### src/aes_pkg.sv
package aes_pkg;

    // encryption FSM states
    typedef enum logic [1:0] {
        IDLE  = 2'd0,
        LOAD  = 2'd1,
        ROUND = 2'd2,
        DONE  = 2'd3
    } aes_state_e;

    // wishbone word map, key and plaintext word 0 is the most significant
    typedef enum logic [3:0] {
        KEY0   = 4'd0,
        KEY1   = 4'd1,
        KEY2   = 4'd2,
        KEY3   = 4'd3,
        PT0    = 4'd4,
        PT1    = 4'd5,
        PT2    = 4'd6,
        PT3    = 4'd7,
        CTRL   = 4'd8,
        STATUS = 4'd9,
        CT0    = 4'd12,
        CT1    = 4'd13,
        CT2    = 4'd14,
        CT3    = 4'd15
    } aes_reg_e;

    // aes-128 round count
    localparam int unsigned AES_ROUNDS = 10;

    // multiply by 2, reduce by the low byte of x^8+x^4+x^3+x+1
    function automatic logic [7:0] aes_xtime(input logic [7:0] x);
        return x[7] ? ((x << 1) ^ 8'h1b) : (x << 1);
    endfunction

    // shift and add multiply in gf(2^8)
    function automatic logic [7:0] aes_gmul(input logic [7:0] a, input logic [7:0] b);
        logic [7:0] p;
        logic [7:0] t;
        p = 8'h00;
        t = a;
        for (int i = 0; i < 8; i++)
        begin
            if (b[i])
                p = p ^ t;
            t = aes_xtime(t);
        end
        return p;
    endfunction

    // inverse as x^254 (zero maps to zero), then the affine transform
    function automatic logic [7:0] aes_sbox(input logic [7:0] x);
        logic [7:0] inv;
        logic [7:0] base;
        inv  = 8'h01;
        base = x;
        // exponent 254 is 8'b1111_1110
        for (int i = 1; i < 8; i++)
        begin
            base = aes_gmul(base, base);
            inv  = aes_gmul(inv, base);
        end
        return inv ^ {inv[6:0], inv[7]} ^ {inv[5:0], inv[7:6]} ^
               {inv[4:0], inv[7:5]} ^ {inv[3:0], inv[7:4]} ^ 8'h63;
    endfunction

endpackage

### src/aes_ctrl.sv
`timescale 1ns/1ps

module aes_ctrl (
    input  logic clk,
    input  logic arst_n,
    input  logic start,
    output logic load,
    output logic round_en,
    output logic last_round,
    output logic busy,
    output logic done
);

    aes_pkg::aes_state_e state_q;
    aes_pkg::aes_state_e state_d;

    // counts rounds already issued, 0 to 9
    logic [3:0] round_q;

    always_ff @(posedge clk or negedge arst_n)
    begin
        if (!arst_n)
        begin
            state_q <= aes_pkg::IDLE;
            round_q <= '0;
        end
        else
        begin
            state_q <= state_d;
            if (load)
                round_q <= '0;
            else if (round_en)
                round_q <= round_q + 4'd1;
        end
    end

    always_comb
    begin
        state_d = state_q;
        case (state_q)
            // a start outside idle is dropped here
            aes_pkg::IDLE:  if (start) state_d = aes_pkg::LOAD;
            aes_pkg::LOAD:  state_d = aes_pkg::ROUND;
            aes_pkg::ROUND: if (last_round) state_d = aes_pkg::DONE;
            aes_pkg::DONE:  state_d = aes_pkg::IDLE;
            default:        state_d = aes_pkg::IDLE;
        endcase
    end

    // outputs decode straight from the state register
    assign load       = (state_q == aes_pkg::LOAD);
    assign round_en   = (state_q == aes_pkg::ROUND);
    assign last_round = round_en && (round_q == 4'(aes_pkg::AES_ROUNDS - 1));
    // load plus ten rounds
    assign busy       = load || round_en;
    assign done       = (state_q == aes_pkg::DONE);

endmodule

### config.mk
export PLATFORM = sky130hd
export DESIGN_NAME = aes_ctrl
export DESIGN_NICKNAME = d
export VERILOG_FILES = /design/src/aes_pkg.sv /design/src/aes_ctrl.sv
export SDC_FILE = /design/constraint.sdc
export NUM_CORES = 1
export LEC_CHECK = 0
export BUFFER_PORTS_ARGS = -buffer_cell sky130_fd_sc_hd__buf_2
export CAP_MARGIN = 20
export CORE_AREA = 2 2 39 41
export CTS_CLUSTER_SIZE = 8
export DETAILED_ROUTE_END_ITERATION = 8
export DIE_AREA = 0 0 41 43
export SYNTH_ARGS = -nofsm -noshare
export SYNTH_HDL_FRONTEND = slang
export SYNTH_SLANG_ARGS = --single-unit
### constraint.sdc
create_clock -name clk -period 1.4 [get_ports clk]
set_input_delay 0.28 -clock clk [delete_from_list [all_inputs] [get_ports clk]]
set_output_delay 0.28 -clock clk [all_outputs]
set_load 0.02 [all_outputs]
==> flow_summary_export.csv <==
group,metric,value,unit
outcome,status,"finished with violations",
outcome,violations,"setup timing",
place,hpwlAfterDp,547,µm
setup_path,path_cells,"inv_2, ha_4, nand3b_4, nor2_4, buf_6",
timing,hold_viol_final,0,
power_and_ir_drop,p_comb_share,69.8,%
power_and_ir_drop,intPower,0.000990,W
setup_path,critPathMaxFanout,2,
cells_and_area,area_growth,69.6,%
cells_and_area,nets,66,
cts,path_clk_slew,50,ps
power_and_ir_drop,p_switching,0.000711,W
yosys,yosysSeqAreaShare,40.5,%
yosys,avgSynthCellArea,10.9,µm²
place,port_buffers,7,
global_route,grt_pass1_wl,1440,µm
setup_path,worstReg2RegEnd,"round_q[3]$_DFFE_PN0P_",
floorplan,die_area,1760,µm²
timing,worst_pin_slew,195,ps
setup_path,rr_worst_depth,5,
routing,dr.first_iter.drc_count,4,
timing,fmax,695,MHz
run,timing.max_cap.violations,0,
floorplan,start_util,26.8,%
yosys,postSynthCellCount,34,
cells_and_area,drive_gt1_share,60.0,%
yosys,synth_nets,43,
setup_path,worstSetupEndpointType,"primary output",
cts,clock_path_buffers,2,
setup_path,crit_type,"flop to primary output",
global_route,grt_util_all_layers,12.8,%
floorplan,fp.dieW,41,µm
setup_path,startpoint_type,"flop",
routing,dr_total_vias,322,
yosys,synth_area,370,µm²
timing,slew_viol_final,0,
yosys,ys_types,18,
hold_path,hold_class,"input port to async pin",
cts,cts_tree,"yes",
cts,cts_root_buf,"clkbuf_4",
power_and_ir_drop,power.leakage,0.307,nW
timing,max-slew-margin-rel,86.9,%
timing,finalSetupTns,-50.6,ps
routing,vias_per_cell,4.54,
cells_and_area,fin_util,45.4,%
floorplan,num_rows,14,
timing,fin_crit_sh,103,%
floorplan,fp.coreArea,1380,µm²
yosys,ys_ff_latch,6,
routing,drt.antenna.violating_nets,0,
cts,htreeDepth,1,
power_and_ir_drop,switching_share,41.8,%
timing,min_period,1440,ps
cells_and_area,diodes,0,
routing,wl_per_cell,12.7,µm
cells_and_area,final_common_cell,"buf_4",
cells_and_area,fillers,134,
cells_and_area,stdcell_count,71,
cells_and_area,fin_area,628,µm²
power_and_ir_drop,ir_worst_vdd,1200,µV
setup_path,regToRegSetupSlack,60,ps
timing,setup_ws,-39.5,ps
cts,clock_latency,250,ps
place,post-place-ws,88.2,ps
timing,rsz0062_at_grt,"yes",
routing,finalWirelength,902,µm
setup_path,crit_required,1120,ps
place,post-place-cells,58,
yosys,ys_warn_count,0,
timing,skew,1.15,ps
setup_path,arrival,1160,ps
setup_path,max_stage_delay,380,ps
floorplan,io_pins,8,
routing,route.detailed.drc,0,
cells_and_area,final_cell_mix,"9 x buf_4, 6 x buf_6, 6 x dfrtp_1, 4 x inv_2, 4 x ha_4",
place,postPlaceCellArea,435,µm²
power_and_ir_drop,powerDensity,2710,nW/µm²
timing,setup_violations,2,
power_and_ir_drop,clockPowerShare,9.7,%
floorplan,chipHeight,43,µm
setup_path,worstReg2RegStart,"state_q[1]$_DFFE_PN0P_",
global_route,antenna_found_initial,0,
cts,cts_made_buffers,3,
setup_path,critPathSlowestCell,"dfrtp_1",
place,place_congestion,0.810,
global_route,grt_remaining_overflow,0,
global_route,grt_start_max_net_pins,7,
global_route,grt_pass1_vias,352,
routing,dr.pass1.iters,4,
cts,clock_sinks,6,
power_and_ir_drop,seqPwrFrac,20.4,%
-- how the worst max path moves through the flow --
stage	cells past startpoint	endpoint	start	slack (ps)
2_1_floorplan	4	last_round	state_q[0]$_DFFE_PN0P_	20
3_3_place_gp	5	last_round	state_q[0]$_DFFE_PN0P_	120
3_5_place_dp	5	last_round	state_q[0]$_DFFE_PN0P_	90
4_1_cts	5	last_round	round_q[1]$_DFFE_PN0P_	-30
5_1_grt	5	last_round	round_q[1]$_DFFE_PN0P_	-100
6_report	5	last_round	round_q[1]$_DFFE_PN0P_	-40
-- area by class of cell --
class,count,area (µm²),share of cell area (%)
multi-input cells,23,262,41.6
flip-flops and latches,6,150,23.9
repair buffers,18,155,24.7
inverters,5,18.8,2.99
well taps,16,20.0,3.19
clock buffers,3,22.5,3.59
-- worst max-delay path: cells and delay by family, from the launching register on --
kind          cells  cell delay [ps]
flops             1              380
buf+inv           2              200
simple gates      2              190
fa+ha+maj         1              130
-- synth_stat cells --
master / number / share of area (%)
nand2_1: 1 / 1.0
nand2b_1: 1 / 1.7
a31oi_1: 1 / 1.7
ha_1: 6 / 20
dfrtp_1: 6 / 41
nor2b_1: 1 / 1.7
mux2i_1: 2 / 5.4
o31ai_1: 1 / 2.0
o21ai_0: 2 / 2.7
nand3_1: 1 / 1.4
nand3b_4: 1 / 5.4
inv_1: 5 / 5.1
o21ai_1: 1 / 1.4
o22ai_1: 1 / 1.7
nand2b_2: 1 / 2.4
o22a_1: 1 / 2.4
nor2_1: 1 / 1.0
a21oi_2: 1 / 2.4
-- metal layers --
metal / part of all wire [%] / up-vias / wire length, µm / global-route usage [%]
met5: 0 / - / 0 / 0
li1: - / 160 / - / -
met1: 43 / 150 / 392 / 14.5
met4: 0.89 / 0 / 8 / 10.0
met2: 52 / 10 / 467 / 19.4
met3: 3.7 / 2 / 33 / 3.14
-- power by group through the flow --
stage	logic, W	registers [W]	clock network [W]
2_1_floorplan	0.000535	0.000340	0
5_1_grt	0.00131	0.000362	0.000184
3_3_place_gp	0.000707	0.000340	0
6_report	0.00119	0.000348	0.000166
4_1_cts	0.00107	0.000343	0.000171
3_5_place_dp	0.000721	0.000346	0
-- state kept, by name, summed over array words and instances, names as in the netlist --
name	cells
round_q	4
state_q	2
-- what timing repair did --
| item | 4_1_cts | 5_1_grt |
|---|---|---|
| gates cloned | 0 | 0 |
| hold endpoints to repair | 6 | 0 |
| gates resized for setup | 17 | 7 |
| hold buffers | 1 | 0 |
| setup endpoints to repair | 4 | 6 |
| pin swaps | 2 | 3 |
| setup buffers | 6 | 3 |
-- through the flow --
step / hold WS [ps] / power (W)
after global placement: 115 / 0.00105
after detailed placement: 117 / 0.00107
after global routing: 412 / 0.00186
final: 391 / 0.00170
after floorplan: -15.6 / 0.000875
after CTS: 387 / 0.00158
-- kinds of logic after synthesis --
kind of cell / share of synthesized area [%]
AO/OA/AOI/OAI: 14.2
AND/OR/NAND/NOR: 14.5
adder cells (fa/ha/maj): 20.3
flip-flops: 40.5
buffers and inverters: 5.07
multiplexers: 5.41
Power figures use the tool's default switching activity.
