**src/aes_pkg.sv**
```systemverilog
package aes_pkg;

    // encryption FSM states
    typedef enum logic [1:0] {
        IDLE  = 2'd0,
        LOAD  = 2'd1,
        ROUND = 2'd2,
        DONE  = 2'd3
    } aes_state_e;

    // wishbone word map, key and plaintext word 0 is the most significant
    typedef enum logic [3:0] {
        KEY0   = 4'd0,
        KEY1   = 4'd1,
        KEY2   = 4'd2,
        KEY3   = 4'd3,
        PT0    = 4'd4,
        PT1    = 4'd5,
        PT2    = 4'd6,
        PT3    = 4'd7,
        CTRL   = 4'd8,
        STATUS = 4'd9,
        CT0    = 4'd12,
        CT1    = 4'd13,
        CT2    = 4'd14,
        CT3    = 4'd15
    } aes_reg_e;

    // aes-128 round count
    localparam int unsigned AES_ROUNDS = 10;

    // multiply by 2, reduce by the low byte of x^8+x^4+x^3+x+1
    function automatic logic [7:0] aes_xtime(input logic [7:0] x);
        return x[7] ? ((x << 1) ^ 8'h1b) : (x << 1);
    endfunction

    // shift and add multiply in gf(2^8)
    function automatic logic [7:0] aes_gmul(input logic [7:0] a, input logic [7:0] b);
        logic [7:0] p;
        logic [7:0] t;
        p = 8'h00;
        t = a;
        for (int i = 0; i < 8; i++)
        begin
            if (b[i])
                p = p ^ t;
            t = aes_xtime(t);
        end
        return p;
    endfunction

    // inverse as x^254 (zero maps to zero), then the affine transform
    function automatic logic [7:0] aes_sbox(input logic [7:0] x);
        logic [7:0] inv;
        logic [7:0] base;
        inv  = 8'h01;
        base = x;
        // exponent 254 is 8'b1111_1110
        for (int i = 1; i < 8; i++)
        begin
            base = aes_gmul(base, base);
            inv  = aes_gmul(inv, base);
        end
        return inv ^ {inv[6:0], inv[7]} ^ {inv[5:0], inv[7:6]} ^
               {inv[4:0], inv[7:5]} ^ {inv[3:0], inv[7:4]} ^ 8'h63;
    endfunction

endpackage

```
**src/aes_wb_regs.sv**
```systemverilog
`timescale 1ns/1ps

module aes_wb_regs #(
    parameter int WB_ADR_WIDTH = 4
) (
    input  logic                    clk,
    input  logic                    arst_n,
    input  logic                    wb_cyc,
    input  logic                    wb_stb,
    input  logic                    wb_we,
    input  logic [WB_ADR_WIDTH-1:0] wb_adr,
    input  logic [31:0]             wb_wdata,
    input  logic                    busy,
    input  logic                    done,
    input  logic [127:0]            state,
    output logic [31:0]             wb_rdata,
    output logic                    wb_ack,
    output logic                    start,
    output logic [127:0]            key,
    output logic [127:0]            plaintext
);

    logic                req;
    logic                hit;
    aes_pkg::aes_reg_e   reg_sel;
    logic [31:0]         key_w [4];
    logic [31:0]         pt_w [4];
    logic [127:0]        ct_q;
    // sticky done, cleared once a new run is underway
    logic                done_q;
    logic [31:0]         rd_mux;

    // new request, the ack cycle itself is not a second request
    assign req = wb_cyc && wb_stb && !wb_ack;

    // upper address bits must be zero
    assign hit     = ((wb_adr >> 4) == '0);
    assign reg_sel = aes_pkg::aes_reg_e'(wb_adr[3:0]);

    assign key       = {key_w[0], key_w[1], key_w[2], key_w[3]};
    assign plaintext = {pt_w[0], pt_w[1], pt_w[2], pt_w[3]};

    always_comb
    begin
        rd_mux = 32'h0;
        if (hit)
        begin
            case (reg_sel)
                aes_pkg::KEY0, aes_pkg::KEY1,
                aes_pkg::KEY2, aes_pkg::KEY3: rd_mux = key_w[wb_adr[1:0]];
                aes_pkg::PT0, aes_pkg::PT1,
                aes_pkg::PT2, aes_pkg::PT3:   rd_mux = pt_w[wb_adr[1:0]];
                // a stale done stays hidden while the next run is loading
                aes_pkg::STATUS:              rd_mux = {30'h0, done_q && !busy, busy};
                // ct0 is the top word
                aes_pkg::CT0, aes_pkg::CT1,
                aes_pkg::CT2, aes_pkg::CT3:   rd_mux = ct_q[127 - 32*wb_adr[1:0] -: 32];
                default:                      rd_mux = 32'h0;
            endcase
        end
    end

    always_ff @(posedge clk or negedge arst_n)
    begin
        if (!arst_n)
        begin
            wb_ack   <= 1'b0;
            wb_rdata <= '0;
            start    <= 1'b0;
            done_q   <= 1'b0;
            ct_q     <= '0;
            for (int i = 0; i < 4; i++)
            begin
                key_w[i] <= '0;
                pt_w[i]  <= '0;
            end
        end
        else
        begin
            // single cycle ack, never stalls
            wb_ack <= req;
            start  <= req && wb_we && hit && (reg_sel == aes_pkg::CTRL) && wb_wdata[0];
            if (req && !wb_we)
                wb_rdata <= rd_mux;
            // operand writes during a run are acked and dropped
            if (req && wb_we && hit && !busy)
            begin
                case (reg_sel)
                    aes_pkg::KEY0, aes_pkg::KEY1,
                    aes_pkg::KEY2, aes_pkg::KEY3: key_w[wb_adr[1:0]] <= wb_wdata;
                    aes_pkg::PT0, aes_pkg::PT1,
                    aes_pkg::PT2, aes_pkg::PT3:   pt_w[wb_adr[1:0]] <= wb_wdata;
                    default:                      ;
                endcase
            end
            // busy only rises after an accepted start
            if (done)
            begin
                done_q <= 1'b1;
                ct_q   <= state;
            end
            else if (busy)
                done_q <= 1'b0;
        end
    end

endmodule

```
**config.mk**
```make
export PLATFORM = sky130hd
export DESIGN_NAME = aes_wb_regs
export DESIGN_NICKNAME = d
export VERILOG_FILES = /design/src/aes_pkg.sv /design/src/aes_wb_regs.sv
export SDC_FILE = /design/constraint.sdc
export NUM_CORES = 1
export LEC_CHECK = 0
export BUFFER_PORTS_ARGS = -buffer_cell sky130_fd_sc_hd__buf_4
export CORE_MARGIN = 5
export CORE_UTILIZATION = 50
export CTS_BUF_LIST = sky130_fd_sc_hd__clkbuf_4
export DETAILED_ROUTE_END_ITERATION = 8
export PLACE_DENSITY = 0.89
export SETUP_SLACK_MARGIN = 0.2
export SLEW_MARGIN = 30
export SYNTH_ARGS = -nofsm -noshare
export SYNTH_HDL_FRONTEND = slang
export SYNTH_SLANG_ARGS = --single-unit
```
**constraint.sdc**
```tcl
create_clock -name clk -period 2.3 [get_ports clk]
set_clock_uncertainty 0.1 [all_clocks]
set_input_delay 0.23 -clock clk [delete_from_list [all_inputs] [get_ports clk]]
set_output_delay 0.23 -clock clk [all_outputs]
set_load 0.005 [all_outputs]
```
==> out/qor.yml <==
min_path:
  hold_class: "input pin to register"
grt:
  antenna_found_initial: 4
  grt_max_degree: 72
  grtUsageTotal_pct: 34.4
  first_global_vias: 16919
  grt_pass1_wl_um: 107000
  met3_usage_pct: 9.76
  use_met2_pct: 57.4
  grt.overflow.total: 0
  met1_usage_pct: 38.7
  top_usage_layer: "met2"
timing:
  fin_crit_sh_pct: 105
  setup_tns_ns: -5.66
  holdWs_ns: 0.0551
  worst_pin_slew_ns: 0.676
  fin_ws_ns: -0.106
  rsz0062_at_grt: "true"
  setup_violations: 116
  finalHoldViolCount: 0
  slew_headroom_pct: 55.0
  fmax_mhz: 416
  slew_viol_final: 0
  layout_min_cycle_time_ns: 2.41
clock_network:
  cts.clk_slew.worst_paths_ns: 0.07
  cts_sinks: 419
  clock_path_buffers: 3
  cts_tree: "built"
  cts.htree.levels: 3
  cts_buffers: 107
  clkLatencyLatePin_ns: 0.83
  cts_root_buf: "clkbuf_4"
flow_run:
  drv_cap: 0
logic_synthesis:
  synth_area_per_cell_um2: 16.2
  ys_seq_elements: 419
  seq_area_frac_synth_pct: 56.2
  ys.warnings.count: 0
  syn_inst: 1153
  syn_nets: 1324
  yosysTopAreaCell: "dfrtp_1"
  synth_top_area_share_pct: 56.2
  synth_edf_count: 0
  synth.area.top_cells: "dfrtp_1 56%, mux2_2 21%, mux4_2 11%, mux2_4 2.4%, mux2i_1 2.0%"
  synth_cell_types: 37
  synth_area_um2: 18700
  ys.flop_type: "dfrtp_1"
  async_flop_share_pct: 100
drt:
  avgRoutedWirePerCell_um: 29.1
  final_antenna_net_count: 0
  drt_first_iter_violations: 951
  drcViolationCount: 0
  totalWireLength_um: 72900
  drt_pass1_iterations: 5
  viasPerCell: 5.98
  vias: 15014
worst_setup_path:
  cp.required_ns: 2.84
  criticalPathCategory: "register to register"
  crit_top_cell: "buf_12"
  crit_slowest_cell: "or4_4"
  slowest_delay_ns: 0.54
  cp_cell_sequence: "nand3b_4, or4_4, buf_12, nor3b_4, buf_4, buf_12, mux2_2"
  end_kind: "register"
  start_kind: "register"
  worst-path-buf-inv: 3
  cp.arrival_ns: 2.94
  critPathTopFamily: "simple AND/OR/NAND/NOR gates"
  critPathMaxFanout: 16
layout:
  drive_above_1_share_pct: 59.3
  nets: 2129
  fillerInstances: 1958
  fin_util_pct: 76.0
  syn2layout_area_growth_pct: 49.5
floorplan:
  fp.dieW_um: 203
  die_h_um: 203
  initial_core_util_pct: 50.9
  ios: 461
  die_area_um2: 41300
  core_um2: 36700
  rows: 70
power_and_ir_drop:
  p_total_mw: 18.5
  ir_drop_uv: 693
  p_leak_nw: 13.5
  power_density_nw_per_um2: 663
run_status:
  status: "finished with violations"
  violations: "setup timing"
placed_design:
  port_buffers: 460
  dp_hpwl_um: 42200
  place.gp.congestion: 0.865
-- tightest hold or removal path, cell delays in order --
cell	delay, ns
buf_4	0.21
buf_12	0.22
mux2_2	0.24
-- sequential cells by signal (all words and copies together), names as in the netlist --
signal	count
ct_q	128
key	128
wb_ack	1
wb_rdata	32
plaintext	128
done_q	1
start	1
-- cell families after synthesis --
logic type	share of synthesized area [%]
AOI/OAI and AO/OA	2.71
buffers and inverters	2.15
DFF	56.2
muxes	36.9
and+or+nand+nor	2.03
-- Yosys cell counts, types with 2 or more instances --
| library cell | instances |
|---|---|
| and3_1 | 2 |
| buf_1 | 7 |
| buf_2 | 36 |
| buf_6 | 3 |
| clkbuf_1 | 39 |
| dfrtp_1 | 419 |
| mux2_2 | 354 |
| mux2_4 | 30 |
| mux2i_1 | 37 |
| mux4_2 | 92 |
| nand2_1 | 2 |
| nand2b_1 | 6 |
| nand3_1 | 32 |
| nand3b_1 | 3 |
| nor2_1 | 6 |
| nor4_1 | 3 |
| nor4b_1 | 2 |
| o211ai_1 | 30 |
| o21a_1 | 30 |
| o21ai_0 | 2 |
| or3_1 | 2 |
-- metal layers --
layer | vias up | part of all wire [%]
met4 | 0 | 7.1
li1 | 6026 | -
met3 | 288 | 9.1
met1 | 7703 | 34
met5 | - | 0
met2 | 997 | 50
-- cell type report --
type	count	area, µm²	share of cell area [%]
Antenna cell	5	12.5	0.0448
Clock buffer	144	1080	3.87
Clock inverter	44	239	0.856
Inverter	2	7.51	0.0269
Multi-Input combinational cell	646	8210	29.4
Sequential cell	419	10500	37.6
Tap cell	468	586	2.10
Timing Repair Buffer	782	7290	26.1
-- metrics by stage --
stage               std cells  instance area (µm²)  setup slack [ns]
detailed placement       2059                23200           -0.0673
global placement         2059                23200           -0.0344
global route             2509                27900            -0.128
finish                   2510                27900            -0.106
floorplan                1153                18700             0.115
CTS                      2499                27600           -0.0328
-- where the power goes --
group,switching [mW],internal (mW),total [mW]
clock network,3.30,3.14,6.44
logic,1.38,2.06,3.43
registers,0.594,8.03,8.63
total,5.27,13.2,18.5
-- final timing paths --
path / cells past startpoint / endpoint / start / slack, ns
worst max-delay path: 7 / plaintext[36]$_DFFE_PN0P_ / wb_ack$_DFF_PN0_ / -0.11
worst min-delay path: 3 / ct_q[101]$_DFFE_PN0P_ / done / 0.06
worst max register to register: 7 / plaintext[36]$_DFFE_PN0P_ / wb_ack$_DFF_PN0_ / -0.11
worst min register to register: 1 / wb_rdata[31]$_DFFE_PN0P_ / wb_rdata[31]$_DFFE_PN0P_ / 0.40
max in group asynchronous: 4 / plaintext[44]$_DFFE_PN0P_ / arst_n / 0.86
min in group asynchronous: 3 / ct_q[56]$_DFFE_PN0P_ / arst_n / 0.43
-- placed cells by master, fill, tap and decap left out, types with 2 or more instances in the layout --
cell	count
buf_4	497
dfrtp_1	419
mux2_2	263
dlygate4sd3_1	219
clkbuf_4	144
mux2_4	122
mux4_2	92
mux2i_1	36
buf_12	35
clkinv_1	34
nand3_1	32
o211ai_1	30
o21a_1	30
buf_16	14
buf_6	9
nand2b_1	6
diode_2	5
nor2_1	4
clkinv_2	4
clkbuf_16	4
nand3b_1	3
clkinvlp_4	3
buf_8	3
nor2_4	2
nor4b_1	2
o21ai_0	2
bufinv_16	2
-- repair_timing --
action	CTS	global route
pin swaps	2	4
cloned	15	4
hold buffers	219	0
endpoints found under the setup margin	225	258
buffers inserted	18	2
hold endpoints to repair	838	0
gates resized for setup	97	44
Note: power is estimated with default switching activity, not from simulation.
